--- src/hw/sauria_defs.svh ---
// Widths and depths for one clock domain; MEM_IDX_W must equal clog2(MEM_DEPTH), LEN_W one more
`ifndef SAURIA_DEFS_SVH
`define SAURIA_DEFS_SVH

// Host configuration bus
`define SAURIA_CFG_ADDR_W 16
`define SAURIA_WORD_W     32

// Local memory, word addressed
`define SAURIA_MEM_DEPTH  64
`define SAURIA_MEM_IDX_W  6

// External memory word address
`define SAURIA_EXT_ADDR_W 16

// Lengths run from 1 to MEM_DEPTH
`define SAURIA_LEN_W      7

`endif

--- src/hw/sauria_bus_pkg.sv ---
// Data-path types; widths come from the shared defines and must not be changed here
`include "sauria_defs.svh"

package sauria_bus_pkg;

    // Data word on the host bus and in local memory
    typedef logic [`SAURIA_WORD_W-1:0]     word_t;

    // Local memory word index
    typedef logic [`SAURIA_MEM_IDX_W-1:0]  mem_idx_t;

    // External memory word address
    typedef logic [`SAURIA_EXT_ADDR_W-1:0] ext_addr_t;

    // Transfer or sum length, 1 to MEM_DEPTH
    typedef logic [`SAURIA_LEN_W-1:0]      len_t;

endpackage

--- src/hw/sauria_addr_pkg.sv ---
// Host address map; 16-bit addresses, region in the top nibble, memory-select at bit 6
package sauria_addr_pkg;

    typedef enum logic [3:0] {
        REGION_CTRL = 4'h0,
        REGION_DMA  = 4'h1,
        REGION_CORE = 4'h2
    } region_e;

    typedef logic [3:0] reg_idx_t;

    // Register indices per region
    localparam reg_idx_t CTRL_START   = 4'd0;
    localparam reg_idx_t CTRL_STATUS  = 4'd1;
    localparam reg_idx_t CTRL_INTR_EN = 4'd2;
    localparam reg_idx_t CTRL_CLEAR   = 4'd3;
    localparam reg_idx_t DMA_SRC      = 4'd0;
    localparam reg_idx_t DMA_LEN      = 4'd1;
    localparam reg_idx_t CORE_LEN     = 4'd0;
    localparam reg_idx_t CORE_RESULT  = 4'd1;

    // Same address word seen as a register access or as a local memory access
    typedef union packed {
        struct packed {
            region_e    region;
            logic [4:0] rsvd_hi;
            logic       mem_sel;
            logic [1:0] rsvd_lo;
            reg_idx_t   reg_idx;
        } reg_view;
        struct packed {
            region_e                  region;
            logic [4:0]               rsvd;
            logic                     mem_sel;
            sauria_bus_pkg::mem_idx_t idx;
        } mem_view;
    } cfg_addr_u;

endpackage

--- src/hw/sauria_ifs.sv ---
// Strobe bus with rdata one cycle after rd; memory port accepts on req and gnt, rdata a cycle later

interface cfg_if;
    import sauria_bus_pkg::*;
    import sauria_addr_pkg::*;

    logic      wr;
    logic      rd;
    cfg_addr_u addr;
    word_t     wdata;
    word_t     rdata;

    modport master (output wr, rd, addr, wdata, input rdata);
    modport slave  (input wr, rd, addr, wdata, output rdata);
endinterface

interface mem_port_if;
    import sauria_bus_pkg::*;

    logic     req;
    logic     we;
    mem_idx_t idx;
    word_t    wdata;
    logic     gnt;
    word_t    rdata;

    modport requester (output req, we, idx, wdata, input gnt, rdata);
    modport arbiter   (input req, we, idx, wdata, output gnt, rdata);
endinterface

--- src/hw/cfg_decoder.sv ---
// Host strobes reach a region one cycle later; o_cfg_rvalid follows i_cfg_rd by two cycles
`include "sauria_defs.svh"

module cfg_decoder (
    input  logic                          i_system_clk,
    input  logic                          i_rst_n,
    input  logic                          i_cfg_wr,
    input  logic                          i_cfg_rd,
    input  logic [`SAURIA_CFG_ADDR_W-1:0] i_cfg_addr,
    input  sauria_bus_pkg::word_t         i_cfg_wdata,
    output sauria_bus_pkg::word_t         o_cfg_rdata,
    output logic                          o_cfg_rvalid,
    cfg_if.master                         ctrl_cfg,
    cfg_if.master                         dma_cfg,
    cfg_if.master                         core_cfg
);
    import sauria_bus_pkg::*;
    import sauria_addr_pkg::*;

    logic      wr_q;
    logic      rd_q;
    cfg_addr_u addr_q;
    word_t     wdata_q;
    region_e   rsel_q;

    always_ff @(posedge i_system_clk or negedge i_rst_n) begin
        if (!i_rst_n) begin
            wr_q         <= 1'b0;
            rd_q         <= 1'b0;
            o_cfg_rvalid <= 1'b0;
            rsel_q       <= REGION_CTRL;
        end else begin
            wr_q         <= i_cfg_wr;
            rd_q         <= i_cfg_rd;
            o_cfg_rvalid <= rd_q;
            // Region of the read whose data comes back next cycle
            if (rd_q) begin
                rsel_q <= addr_q.reg_view.region;
            end
        end
    end

    always_ff @(posedge i_system_clk) begin
        addr_q  <= i_cfg_addr;
        wdata_q <= i_cfg_wdata;
    end

    // ------------------------------
    // Region strobes
    // ------------------------------
    assign ctrl_cfg.wr    = wr_q && (addr_q.reg_view.region == REGION_CTRL);
    assign ctrl_cfg.rd    = rd_q && (addr_q.reg_view.region == REGION_CTRL);
    assign dma_cfg.wr     = wr_q && (addr_q.reg_view.region == REGION_DMA);
    assign dma_cfg.rd     = rd_q && (addr_q.reg_view.region == REGION_DMA);
    assign core_cfg.wr    = wr_q && (addr_q.reg_view.region == REGION_CORE);
    assign core_cfg.rd    = rd_q && (addr_q.reg_view.region == REGION_CORE);
    assign ctrl_cfg.addr  = addr_q;
    assign dma_cfg.addr   = addr_q;
    assign core_cfg.addr  = addr_q;
    assign ctrl_cfg.wdata = wdata_q;
    assign dma_cfg.wdata  = wdata_q;
    assign core_cfg.wdata = wdata_q;

    // Unmapped regions read as zero
    always_comb begin
        case (rsel_q)
            REGION_CTRL: o_cfg_rdata = ctrl_cfg.rdata;
            REGION_DMA:  o_cfg_rdata = dma_cfg.rdata;
            REGION_CORE: o_cfg_rdata = core_cfg.rdata;
            default:     o_cfg_rdata = '0;
        endcase
    end

    // One access per cycle, never a write and a read together
    a_one_region: assert property (@(posedge i_system_clk) disable iff (!i_rst_n)
        $onehot0({ctrl_cfg.wr, ctrl_cfg.rd, dma_cfg.wr, dma_cfg.rd,
                  core_cfg.wr, core_cfg.rd}));

endmodule

--- src/hw/df_controller.sv ---
// One run at a time, DMA then core; START while busy is dropped and done stays until CLEAR
module df_controller (
    input  logic i_system_clk,
    input  logic i_rst_n,
    cfg_if.slave cfg,
    input  logic i_dma_done,
    input  logic i_core_done,
    output logic o_dma_start,
    output logic o_core_start,
    output logic o_intr
);
    import sauria_bus_pkg::*;
    import sauria_addr_pkg::*;

    localparam logic [1:0] ST_IDLE = 2'd0;
    localparam logic [1:0] ST_DMA  = 2'd1;
    localparam logic [1:0] ST_CORE = 2'd2;

    logic [1:0] state_q;
    logic       done_q;
    logic       intr_en_q;
    logic       busy;
    logic       start_wr;
    word_t      rdata_q;

    assign busy     = (state_q != ST_IDLE);
    assign start_wr = cfg.wr && (cfg.addr.reg_view.reg_idx == CTRL_START) && cfg.wdata[0];

    // ------------------------------
    // Run sequencer
    // ------------------------------
    always_ff @(posedge i_system_clk or negedge i_rst_n) begin
        if (!i_rst_n) begin
            state_q      <= ST_IDLE;
            done_q       <= 1'b0;
            intr_en_q    <= 1'b0;
            o_dma_start  <= 1'b0;
            o_core_start <= 1'b0;
            o_intr       <= 1'b0;
        end else begin
            o_dma_start  <= 1'b0;
            o_core_start <= 1'b0;
            o_intr       <= 1'b0;
            if (cfg.wr && (cfg.addr.reg_view.reg_idx == CTRL_INTR_EN)) begin
                intr_en_q <= cfg.wdata[0];
            end
            if (cfg.wr && (cfg.addr.reg_view.reg_idx == CTRL_CLEAR)) begin
                done_q <= 1'b0;
            end
            case (state_q)
                ST_IDLE: begin
                    if (start_wr) begin
                        state_q     <= ST_DMA;
                        o_dma_start <= 1'b1;
                        done_q      <= 1'b0;
                    end
                end
                ST_DMA: begin
                    if (i_dma_done) begin
                        state_q      <= ST_CORE;
                        o_core_start <= 1'b1;
                    end
                end
                ST_CORE: begin
                    // End of run wins over a CLEAR in the same cycle
                    if (i_core_done) begin
                        state_q <= ST_IDLE;
                        done_q  <= 1'b1;
                        o_intr  <= intr_en_q;
                    end
                end
                default: state_q <= ST_IDLE;
            endcase
        end
    end

    always_ff @(posedge i_system_clk) begin
        if (cfg.rd) begin
            case (cfg.addr.reg_view.reg_idx)
                CTRL_STATUS:  rdata_q <= word_t'({done_q, busy});
                CTRL_INTR_EN: rdata_q <= word_t'(intr_en_q);
                default:      rdata_q <= '0;
            endcase
        end
    end

    assign cfg.rdata = rdata_q;

    // Completion strobes only arrive in the state that waits for them
    a_dma_done_state: assert property (@(posedge i_system_clk) disable iff (!i_rst_n)
        i_dma_done |-> (state_q == ST_DMA));
    a_core_done_state: assert property (@(posedge i_system_clk) disable iff (!i_rst_n)
        i_core_done |-> (state_q == ST_CORE));

endmodule

--- src/hw/dma_engine.sv ---
// Copies LEN external words from SRC to local index 0 on; one word in flight, LEN 0 ends at once
module dma_engine (
    input  logic                      i_system_clk,
    input  logic                      i_rst_n,
    cfg_if.slave                      cfg,
    mem_port_if.requester             mem,
    input  logic                      i_dma_start,
    output logic                      o_ext_rd,
    output sauria_bus_pkg::ext_addr_t o_ext_addr,
    input  sauria_bus_pkg::word_t     i_ext_rdata,
    output logic                      o_dma_done
);
    import sauria_bus_pkg::*;
    import sauria_addr_pkg::*;

    localparam logic [1:0] ST_IDLE  = 2'd0;
    localparam logic [1:0] ST_READ  = 2'd1;
    localparam logic [1:0] ST_WRITE = 2'd2;

    logic [1:0] state_q;
    ext_addr_t  src_q;
    len_t       len_q;
    len_t       cnt_q;
    logic       ext_vld_q;
    word_t      data_q;
    word_t      rdata_q;

    always_ff @(posedge i_system_clk or negedge i_rst_n) begin
        if (!i_rst_n) begin
            state_q    <= ST_IDLE;
            src_q      <= '0;
            len_q      <= '0;
            cnt_q      <= '0;
            ext_vld_q  <= 1'b0;
            o_dma_done <= 1'b0;
        end else begin
            o_dma_done <= 1'b0;
            ext_vld_q  <= o_ext_rd;
            if (cfg.wr && (cfg.addr.reg_view.reg_idx == DMA_SRC)) begin
                src_q <= ext_addr_t'(cfg.wdata);
            end
            if (cfg.wr && (cfg.addr.reg_view.reg_idx == DMA_LEN)) begin
                len_q <= len_t'(cfg.wdata);
            end
            case (state_q)
                ST_IDLE: begin
                    if (i_dma_start) begin
                        cnt_q      <= '0;
                        state_q    <= (len_q == '0) ? ST_IDLE : ST_READ;
                        o_dma_done <= (len_q == '0);
                    end
                end
                ST_READ: state_q <= ST_WRITE;
                ST_WRITE: begin
                    if (mem.gnt) begin
                        cnt_q      <= cnt_q + 1'b1;
                        state_q    <= (cnt_q == len_q - 1'b1) ? ST_IDLE : ST_READ;
                        o_dma_done <= (cnt_q == len_q - 1'b1);
                    end
                end
                default: state_q <= ST_IDLE;
            endcase
        end
    end

    // Hold the external word while the write waits for grant
    always_ff @(posedge i_system_clk) begin
        if (ext_vld_q) begin
            data_q <= i_ext_rdata;
        end
        if (cfg.rd) begin
            case (cfg.addr.reg_view.reg_idx)
                DMA_SRC: rdata_q <= word_t'(src_q);
                DMA_LEN: rdata_q <= word_t'(len_q);
                default: rdata_q <= '0;
            endcase
        end
    end

    assign o_ext_rd   = (state_q == ST_READ);
    assign o_ext_addr = src_q + ext_addr_t'(cnt_q);
    assign mem.req    = (state_q == ST_WRITE);
    assign mem.we     = 1'b1;
    assign mem.idx    = mem_idx_t'(cnt_q);
    assign mem.wdata  = ext_vld_q ? i_ext_rdata : data_q;
    assign cfg.rdata  = rdata_q;

    // A stalled write keeps its index and data until it is granted
    a_stall_stable: assert property (@(posedge i_system_clk) disable iff (!i_rst_n)
        (mem.req && !mem.gnt) |=> ($stable(mem.idx) && $stable(mem.wdata)));

endmodule

--- src/hw/mem_arbiter.sv ---
// Debug strobes always win the shared port; the core read port is independent and never stalls
`include "sauria_defs.svh"

module mem_arbiter (
    input  logic                     i_system_clk,
    input  logic                     i_rst_n,
    mem_port_if.arbiter              dma_port,
    cfg_if.slave                     debug_cfg,
    input  sauria_bus_pkg::mem_idx_t i_core_rd_idx,
    output sauria_bus_pkg::word_t    o_core_rd_data
);
    import sauria_bus_pkg::*;

    word_t    mem_q [`SAURIA_MEM_DEPTH];
    logic     dbg_act;
    logic     port_we;
    mem_idx_t port_idx;
    word_t    port_wdata;
    word_t    port_rdata_q;

    // ------------------------------
    // Fixed priority, debug first
    // ------------------------------
    assign dbg_act      = debug_cfg.wr || debug_cfg.rd;
    assign dma_port.gnt = dma_port.req && !dbg_act;
    assign port_we      = dbg_act ? debug_cfg.wr : (dma_port.gnt && dma_port.we);
    assign port_idx     = dbg_act ? debug_cfg.addr.mem_view.idx : dma_port.idx;
    assign port_wdata   = dbg_act ? debug_cfg.wdata : dma_port.wdata;

    always_ff @(posedge i_system_clk) begin
        if (port_we) begin
            mem_q[port_idx] <= port_wdata;
        end
        port_rdata_q   <= mem_q[port_idx];
        o_core_rd_data <= mem_q[i_core_rd_idx];
    end

    assign debug_cfg.rdata = port_rdata_q;
    assign dma_port.rdata  = port_rdata_q;

    // A DMA request turned away by debug traffic stays up until granted
    a_dma_req_held: assert property (@(posedge i_system_clk) disable iff (!i_rst_n)
        (dma_port.req && !dma_port.gnt) |=> dma_port.req);

endmodule

--- src/hw/sauria_core.sv ---
// Sums local words 0 to LEN-1 modulo 2^32; LEN 0 finishes at once and RESULT reads 0 meanwhile
module sauria_core (
    input  logic                     i_system_clk,
    input  logic                     i_rst_n,
    cfg_if.slave                     cfg,
    cfg_if.master                    mem_cfg,
    input  logic                     i_core_start,
    output sauria_bus_pkg::mem_idx_t o_core_rd_idx,
    input  sauria_bus_pkg::word_t    i_core_rd_data,
    output logic                     o_core_done
);
    import sauria_bus_pkg::*;
    import sauria_addr_pkg::*;

    logic  mem_sel;
    logic  mem_rd_q;
    len_t  len_q;
    len_t  idx_q;
    logic  run_q;
    logic  vld_q;
    logic  last_q;
    word_t result_q;
    word_t reg_rdata_q;

    // ------------------------------
    // Memory window forwarding
    // ------------------------------
    assign mem_sel       = cfg.addr.reg_view.mem_sel;
    assign mem_cfg.wr    = cfg.wr && mem_sel;
    assign mem_cfg.rd    = cfg.rd && mem_sel;
    assign mem_cfg.addr  = cfg.addr;
    assign mem_cfg.wdata = cfg.wdata;
    assign cfg.rdata     = mem_rd_q ? mem_cfg.rdata : reg_rdata_q;

    always_ff @(posedge i_system_clk or negedge i_rst_n) begin
        if (!i_rst_n) begin
            mem_rd_q    <= 1'b0;
            len_q       <= '0;
            idx_q       <= '0;
            run_q       <= 1'b0;
            vld_q       <= 1'b0;
            last_q      <= 1'b0;
            result_q    <= '0;
            o_core_done <= 1'b0;
        end else begin
            if (cfg.rd) begin
                mem_rd_q <= mem_sel;
            end
            if (cfg.wr && !mem_sel && (cfg.addr.reg_view.reg_idx == CORE_LEN)) begin
                len_q <= len_t'(cfg.wdata);
            end
            // Read issue, one word per cycle
            vld_q  <= run_q;
            last_q <= run_q && (idx_q == len_q - 1'b1);
            if (i_core_start && !run_q) begin
                idx_q    <= '0;
                run_q    <= (len_q != '0);
                result_q <= '0;
            end else if (run_q) begin
                idx_q <= idx_q + 1'b1;
                run_q <= (idx_q != len_q - 1'b1);
            end
            // Accumulate, one cycle behind the issue
            if (vld_q) begin
                result_q <= result_q + i_core_rd_data;
            end
            o_core_done <= (vld_q && last_q) || (i_core_start && !run_q && (len_q == '0));
        end
    end

    always_ff @(posedge i_system_clk) begin
        if (cfg.rd && !mem_sel) begin
            case (cfg.addr.reg_view.reg_idx)
                CORE_LEN:    reg_rdata_q <= word_t'(len_q);
                CORE_RESULT: reg_rdata_q <= result_q;
                default:     reg_rdata_q <= '0;
            endcase
        end
    end

    assign o_core_rd_idx = mem_idx_t'(idx_q);

endmodule

--- src/hw/sauria_subsystem.sv ---
// Single clock, no back-pressure on the host bus; external read data must follow o_ext_rd by one cycle
`include "sauria_defs.svh"

module sauria_subsystem (
    input  logic                          i_system_clk,
    input  logic                          i_rst_n,
    input  logic                          i_cfg_wr,
    input  logic                          i_cfg_rd,
    input  logic [`SAURIA_CFG_ADDR_W-1:0] i_cfg_addr,
    input  sauria_bus_pkg::word_t         i_cfg_wdata,
    output sauria_bus_pkg::word_t         o_cfg_rdata,
    output logic                          o_cfg_rvalid,
    output logic                          o_ext_rd,
    output sauria_bus_pkg::ext_addr_t     o_ext_addr,
    input  sauria_bus_pkg::word_t         i_ext_rdata,
    output logic                          o_intr,
    output logic                          o_dma_intr,
    output logic                          o_core_intr
);
    import sauria_bus_pkg::*;

    logic     dma_start;
    logic     core_start;
    mem_idx_t core_rd_idx;
    word_t    core_rd_data;

    cfg_if      ctrl_cfg ();
    cfg_if      dma_cfg ();
    cfg_if      core_cfg ();
    cfg_if      mem_dbg_cfg ();
    mem_port_if dma_mem ();

    // ------------------------------
    // Host side
    // ------------------------------
    cfg_decoder cfg_decoder_i (
        .i_system_clk (i_system_clk),
        .i_rst_n      (i_rst_n),
        .i_cfg_wr     (i_cfg_wr),
        .i_cfg_rd     (i_cfg_rd),
        .i_cfg_addr   (i_cfg_addr),
        .i_cfg_wdata  (i_cfg_wdata),
        .o_cfg_rdata  (o_cfg_rdata),
        .o_cfg_rvalid (o_cfg_rvalid),
        .ctrl_cfg     (ctrl_cfg),
        .dma_cfg      (dma_cfg),
        .core_cfg     (core_cfg)
    );

    // Completion strobes double as the DMA and core interrupts
    df_controller df_controller_i (
        .i_system_clk (i_system_clk),
        .i_rst_n      (i_rst_n),
        .cfg          (ctrl_cfg),
        .i_dma_done   (o_dma_intr),
        .i_core_done  (o_core_intr),
        .o_dma_start  (dma_start),
        .o_core_start (core_start),
        .o_intr       (o_intr)
    );

    // ------------------------------
    // Data path
    // ------------------------------
    dma_engine dma_engine_i (
        .i_system_clk (i_system_clk),
        .i_rst_n      (i_rst_n),
        .cfg          (dma_cfg),
        .mem          (dma_mem),
        .i_dma_start  (dma_start),
        .o_ext_rd     (o_ext_rd),
        .o_ext_addr   (o_ext_addr),
        .i_ext_rdata  (i_ext_rdata),
        .o_dma_done   (o_dma_intr)
    );

    sauria_core sauria_core_i (
        .i_system_clk   (i_system_clk),
        .i_rst_n        (i_rst_n),
        .cfg            (core_cfg),
        .mem_cfg        (mem_dbg_cfg),
        .i_core_start   (core_start),
        .o_core_rd_idx  (core_rd_idx),
        .i_core_rd_data (core_rd_data),
        .o_core_done    (o_core_intr)
    );

    mem_arbiter mem_arbiter_i (
        .i_system_clk   (i_system_clk),
        .i_rst_n        (i_rst_n),
        .dma_port       (dma_mem),
        .debug_cfg      (mem_dbg_cfg),
        .i_core_rd_idx  (core_rd_idx),
        .o_core_rd_data (core_rd_data)
    );

endmodule

--- config.mk ---
export PLATFORM = sky130hd
export DESIGN_NAME = sauria_subsystem
export DESIGN_NICKNAME = d
export VERILOG_FILES = /design/src/hw/sauria_bus_pkg.sv /design/src/hw/sauria_addr_pkg.sv /design/src/hw/sauria_ifs.sv /design/src/hw/cfg_decoder.sv /design/src/hw/df_controller.sv /design/src/hw/dma_engine.sv /design/src/hw/mem_arbiter.sv /design/src/hw/sauria_core.sv /design/src/hw/sauria_subsystem.sv
export VERILOG_INCLUDE_DIRS = /design/src /design/src/hw
export SDC_FILE = /design/constraint.sdc
export NUM_CORES = 2
export LEC_CHECK = 0
export BUFFER_PORTS_ARGS = -buffer_cell sky130_fd_sc_hd__buf_2
export CAP_MARGIN = 30
export CORE_ASPECT_RATIO = 1.1
export CORE_MARGIN = 1
export CORE_UTILIZATION = 60
export CTS_CLUSTER_DIAMETER = 100
export CTS_CLUSTER_SIZE = 14
export DETAILED_ROUTE_END_ITERATION = 10
export PLACE_DENSITY_LB_ADDON = 0.12
export SLEW_MARGIN = 20
export SYNTH_ARGS = -nofsm -noshare
export SYNTH_HDL_FRONTEND = slang
export SYNTH_SLANG_ARGS = --single-unit
--- constraint.sdc ---
create_clock -name i_system_clk -period 6.2 [get_ports i_system_clk]
set_input_delay 0.31 -clock i_system_clk [delete_from_list [all_inputs] [get_ports i_system_clk]]
set_output_delay 0.31 -clock i_system_clk [all_outputs]
set_load 0.005 [all_outputs]
### Yosys cells after proc, flatten, opt, wreduce, memory -nomap -nowiden

Memories as Yosys holds them, arrays and structs flattened. A register that Yosys moved wholly into a read port is not among the register bits.
Cells that the tools add are included.

| storage, ports and cells | value |
|---|---|
| output and inout bits | 53 |
| bits in registers | 275 |
| input port bits | 84 |
| word-level logic and storage cells | 140 |
| memory bits (writable) | 2,048 |
| memories | 1 |

| cells by class | value |
|---|---|
| equal/unequal tests | 19 |
| $add $sub $neg | 6 |
| multiplexer cells | 42 |
| reduce and logical (&&, ||, !) cells | 42 |

Memory list:

| memory | depth | bits a word | rd ports | clocked after Yosys merged registers in | wr ports | RTL line | source |
|---|---|---|---|---|---|---|---|
| mem_arbiter_i.mem_q | 64 | 32 | 2 | 2 | 1 | mem_arbiter.sv:14 | `` word_t mem_q [`SAURIA_MEM_DEPTH]; `` |

Operators by type and width:

| cell | number |
|---|---|
| 32-bit two-way mux | 5 |
| 32-bit case mux with 3 select lines | 1 |
| 32-bit case mux with 2 select lines | 1 |
| 32-bit adder | 1 |
| 16-bit case mux with 2 select lines | 1 |
| 7-bit two-way mux | 4 |
| 1-bit logical AND | 22 |
| 1-bit two-way mux | 18 |
| 16-bit by 7-bit adder with 16-bit output | 1 |
| 4-bit by 2-bit equality test with 1-bit output (second input constant) | 4 |
| 7-bit by 1-bit adder with 7-bit output (second input constant) | 2 |
| 7-bit equality test | 2 |
| 7-bit zero test | 2 |
| 7-bit case mux with 2 select lines | 1 |
| 7-bit by 1-bit subtractor with 7-bit output (second input constant) | 2 |
| 4-bit by 1-bit equality test with 1-bit output (second input constant) | 3 |
| 4-bit zero test | 3 |
| 2-bit case mux with 3 select lines | 2 |
| 2-bit two-way mux | 5 |
| 2-bit nonzero test | 4 |
| 7-bit inequality test | 1 |
| 7-bit nonzero test | 1 |
| 6-bit two-way mux | 1 |
| 2-bit by 1-bit inequality test with 1-bit output (second input constant) | 3 |
| other kinds (10) | 19 |

### Depth between registers and ports, before layout

| depth | value |
|---|---|
| depth after elaboration | 9 |
| mapped depth | 13 |
| mapped depth without buffers | 11 |

### Cells and area by module

Synthesis repeated with hierarchy kept, for this count alone.

| unflattened totals | value |
|---|---|
| cells, all modules | 6,301 |
| area, all modules | 106,614.8 um^2 |

Modules (own cells, without submodules):

| module | sequential area each (um^2) | area an instance (um^2) | cells each | times used |
|---|---|---|---|---|
| mem_arbiter | 62,780.2 | 93,223.2 | 5,072 | 1 |
| sauria_core | 2,237.1 | 6,085.8 | 616 | 1 |
| dma_engine | 1,971.9 | 3,824.9 | 308 | 1 |
| cfg_decoder | 1,136.1 | 2,861.5 | 242 | 1 |
| df_controller | 235.2 | 619.3 | 63 | 1 |

### Worst setup path after synthesis

OpenSTA, ideal clock, no wires.

| timing path | value |
|---|---|
| path type | reg2reg |
| start | register cfg_decoder_i.addr_q, in the netlist cfg_decoder_i.core_cfg.addr[12] |
| end | memory mem_arbiter_i.mem_q[13][0] in the netlist's numbering, enable pin |
| path buffers | 4 |
| required time | 5,779 ps |
| clock period less this slack | 3,849 ps |
| data arrival time | 3,428 ps |
| path slack | 2,351 ps |
| library setup time | 421 ps |
| stages on the path, launching flop included | 11 |
| path through | dfxtp_1 > buf_2 > nor4b_4 > o211ai_1 > buf_4 > nor3b_1 > a31oi_4 > buf_2 > nand2b_1 > clkbuf_1 > nor2_1 |

| between the ends | value |
|---|---|
| cells in the longest elaborated chain, start to end | 9 |
| elaborated cells between the ends (all ways) | 12 |
| classes of those cells | 1 x eq/ne; 4 x mux; 7 x reduce/logical |

RTL lines:

| what | RTL line | source |
|---|---|---|
| start: declaration | cfg_decoder.sv:22 | `cfg_addr_u addr_q;` |
| start signal: assignment | cfg_decoder.sv:44 | `addr_q <= i_cfg_addr;` |
| 4-bit by 2-bit equality test with 1-bit output * | cfg_decoder.sv:55, cfg_decoder.sv:56 |  |
| 1-bit logical AND, on equally long branches | cfg_decoder.sv:55, cfg_decoder.sv:56 |  |
| 1-bit logical AND, on equally long branches | sauria_core.sv:29, sauria_core.sv:30 |  |
| 1-bit logical OR | mem_arbiter.sv:24 | `assign dbg_act = debug_cfg.wr \|\| debug_cfg.rd;` |
| 1-bit zero test | mem_arbiter.sv:25 | `assign dma_port.gnt = dma_port.req && !dbg_act;` |
| 1-bit logical AND | mem_arbiter.sv:25 |  |
| 1-bit two-way mux | mem_arbiter.sv:26 | `assign port_we = dbg_act ? debug_cfg.wr : (dma_port.gnt && dma_port.we);` |
| 1-bit two-way mux | mem_arbiter.sv:31 | `if (port_we) begin` |
| 1-bit two-way mux (implied by the code) | mem_arbiter.sv:32 | `mem_q[port_idx] <= port_wdata;` |
| end: declaration | mem_arbiter.sv:14 |  |

Mark *: on every way between the ends. The rest lies on a longest branch, timed or not.

### Worst setup path in the final report

| timing path | value |
|---|---|
| start | register cfg_decoder_i.addr_q, in the netlist cfg_decoder_i.core_cfg.addr[12] |
| end | register mem_arbiter_i.port_rdata_q[1], in the netlist mem_arbiter_i.debug_cfg.rdata[1] (read register of mem_arbiter_i.mem_q) |

| between the ends | value |
|---|---|
| cells in the longest elaborated chain, start to end | 5 |
| elaborated cells between the ends (all ways) | 7 |
| classes of those cells | 1 x eq/ne; 1 x mux; 5 x reduce/logical |

RTL lines:

| what | RTL line | source |
|---|---|---|
| 4-bit by 2-bit equality test with 1-bit output * | cfg_decoder.sv:55, cfg_decoder.sv:56 |  |
| 1-bit logical AND, on equally long branches | cfg_decoder.sv:55, cfg_decoder.sv:56 |  |
| 1-bit logical AND, on equally long branches | sauria_core.sv:29, sauria_core.sv:30 |  |
| 1-bit logical OR * | mem_arbiter.sv:24 |  |
| 6-bit two-way mux * | mem_arbiter.sv:27 | `assign port_idx = dbg_act ? debug_cfg.addr.mem_view.idx : dma_port.idx;` |
| end: declaration | mem_arbiter.sv:19 | `word_t port_rdata_q;` |

Marks and branches as above.
A chain may end at the register's enable or synchronous reset.

==> results.txt <==
Most frequent CP cell -> buf_4
Seq. cell area -> 0.0683 mm²
CORE AREA -> 0.176 mm²
Worst Path Required -> 6.95 ns
Status -> finished clean
Vias per cell -> 7.49
Startpoint types -> flop
Cell Area, Placed -> 0.111 mm²
Kind of critical path -> flop to flop
Gr usage total -> 39.3%
Setup Fix Bufs, Post-CTS -> 0
Final wirelength -> 353000 µm
Footprint of the multi-input gates -> 0.0368 mm²
PD cells -> 259 mW/mm²
CP peak stage delay -> 0.70 ns
Largest net degree at the start of global routing -> 127
Hold Path Class -> input pin to flop
CTS tree -> built
Die Span Y -> 444 µm
Via count -> 66500
Drt pass-1 iters -> 6
Asr flop ratio synth -> 4.24%
Mapped Area -> 0.107 mm²
Final setup margin -> 1.29 ns
Register area share after synthesis -> 64.0%
RePlAce Congestion -> 0.926
Setup Skew -> 0.0406 ns
Worst-path fanout max -> 124
Synthesis Warnings -> 0
TritonCTS buffer count -> 184
I/O Buffers -> 131
Fin nets -> 6492
Syn_nets -> 6319
RSZ-0062 raised after global routing -> no
Slew at the pin closest to its max-slew limit -> 1.10 ns
Distinct cells, synth -> 66
DRC viols -> 0
Max-slew violation count -> 0
CP max-delay cell -> buf_4
Reg clk slew, reported paths -> 0.07 ns
Worst path bufs/invs -> 3
P_leak -> 43.1 nW
Antenna violations before repair -> 17
Die area -> 0.180 mm²
Max clock buf depth -> 3
Achievable Freq -> 0.204 GHz
H-Tree Level Count -> 4
Setup WS pre-CTS -> 1.50 ns
Number of enable flip-flop cells after synthesis -> 2098
Max Cap Viol -> 0
Hold buffers post-CTS -> 78
Final hold violations -> 0
GRT overflow -> 0
Max IR drop VDD -> 0.000316 V
Post-route cell area -> 0.118 mm²
Syn-to-layout area delta -> 10.3%
Data arrival, critical path -> 5.65 ns
Starting Density -> 60.7%
Chip Width -> 404 µm
Synthesized instance count -> 6191
Cell Rows -> 161
Worst-path cell chain -> nor4b_4 -> o211ai_1 -> buf_4 -> mux2i_4 -> buf_4 -> buf_12 -> mux2i_1 -> o22ai_1 -> o21ai_0 -> nand4_1 -> or2_1
Clock sinks -> 2336
Skew-Pair Late Insertion Delay -> 0.86 ns
Resize count post-CTS -> 0
ANT nets after route -> 0
Initial drt markers -> 11200
Clock tree root driver cell -> clkbuf_16
Number of synthesized register bits -> 2336
Placed wire-length estimate -> 203000 µm
Ports -> 137
CP endpoint kind -> flop
Min Tclk post-route -> 4.91 ns
Number of global-route vias before repair -> 65000
Top delay family on crit path -> buffers and inverters
Relative slew margins -> 26.4%
Share of cells above drive strength 1 -> 21.9%
First-pass GRT wire length -> 488000 µm
Final setup TNS -> 0 ns
Most used DFF post-synth -> edfxtp_1
Routed length per instance -> 39.7 µm
Filler cell count -> 11800
Setup-failing EPs final -> 0
Period utilization -> 79.2%
Mean Syn Cell Area -> 17.2 µm²
[kinds of logic after synthesis]
logic type / Yosys count / share of synthesized area (%)
flops: 2336 / 64.0
xor+xnor: 50 / 0.410
buf+inv: 483 / 2.06
compound gates: 975 / 5.56
fa+ha+maj: 44 / 0.530
mux: 1832 / 25.2
simple gates: 471 / 2.29
[cell usage in the layout, fill, tap and decap left out, drive strengths merged, types with 76 or more instances in the layout]
master       netlist  layout
o22ai            512     512
nand2             88      88
edfxtp          2098    2098
mux4             672     672
nand4             76      76
buf              295     364
dfxtp            139     139
dfrtp             99      99
nor2             125     125
mux2              98      98
clkbuf           160     329
o21ai            314     314
dlygate4sd3        0      78
mux2i           1062    1062
[through the flow]
step	power [mW]	utilization, %	hold WS [ns]	cells
4_1_cts	30.5	66.9	0.0506	8872
6_report	30.5	67.0	0.0954	8884
3_5_place_dp	19.5	63.4	0.414	8459
5_1_grt	31.1	66.9	0.0809	8876
3_3_place_gp	19.4	63.0	0.413	8433
2_1_floorplan	18.9	-	0.0144	6191
[metal layers]
layer,GRT usage [%],vias to the layer above,wire length (µm)
met3,10.4,1071,49700
met2,58.7,5214,158000
met5,0,-,80
met1,53.5,34200,124000
met4,20.5,10,21000
li1,-,26000,-
[final cells by class]
type                            count  share of cell area, %
Sequential cell                  2336                   58.0
Multi-Input combinational cell   3372                   31.3
Clock buffer                      329                   4.49
Timing Repair Buffer              442                   3.56
Tap cell                         2363                   2.51
Inverter                           28                 0.0893
Clock inverter                      6                 0.0882
Antenna cell                        8                 0.0170
[synth_stat cells (all sizes together) (30+ instances only)]
cell	number	area [µm²]
edfxtp	2098	63000
mux2i	1062	10600
mux4	672	15100
o22ai	512	3200
o21ai	314	1570
buf	295	1490
clkbuf	160	601
dfxtp	139	2780
nor2	125	469
dfrtp	99	2480
mux2	98	1100
nand2	88	330
nand4	76	475
and2	46	288
ha	42	526
or2	35	219
a21oi	30	150
[path summary, 6_finish.rpt]
kind / slack [ns] / endpoint / start / cells past startpoint
max: 1.29 / mem_arbiter_i.debug_cfg.rdata[1]$_DFF_P_ / cfg_decoder_i.core_cfg.addr[12]$_DFF_P_ / 11
min: 0.1 / cfg_decoder_i.core_cfg.wdata[23]$_DFF_P_ / i_cfg_wdata[23] / 2
max reg2reg: 1.29 / mem_arbiter_i.debug_cfg.rdata[1]$_DFF_P_ / cfg_decoder_i.core_cfg.addr[12]$_DFF_P_ / 11
min reg2reg: 0.47 / dma_engine_i.data_q[8]$_DFF_P_ / dma_engine_i.data_q[8]$_DFF_P_ / 1
max in group asynchronous: 4.77 / sauria_core_i.idx_q[4]$_DFFE_PN0P_ / i_rst_n / 3
min in group asynchronous: 0.11 / dma_engine_i.src_q[12]$_DFFE_PN0P_ / i_rst_n / 2
[flip-flops by register name, indices dropped and copies added, names as in the netlist, 4 cells and up]
register and count:
sauria_core_i.len_q 7, cfg_decoder_i.core_cfg.wdata 32, sauria_core_i.idx_q 7, cfg_decoder_i.core_cfg.addr 11
mem_arbiter_i.mem_q 2048, dma_engine_i.src_q 16, dma_engine_i.cfg.rdata 16, sauria_core_i.result_q 32
cfg_decoder_i.rsel_q 4, mem_arbiter_i.o_core_rd_data 32, mem_arbiter_i.debug_cfg.rdata 32, dma_engine_i.cnt_q 7
sauria_core_i.reg_rdata_q 32, dma_engine_i.len_q 7, dma_engine_i.data_q 32
[where the power goes]
group          leakage, nW  total, mW  switching (mW)  internal [mW]
Combinational         19.5       1.88            1.13          0.751
Clock                 2.56       11.3            5.52           5.75
Sequential            21.0       17.3          0.0794           17.3
No activity file was read; power rests on OpenSTA's default activity.
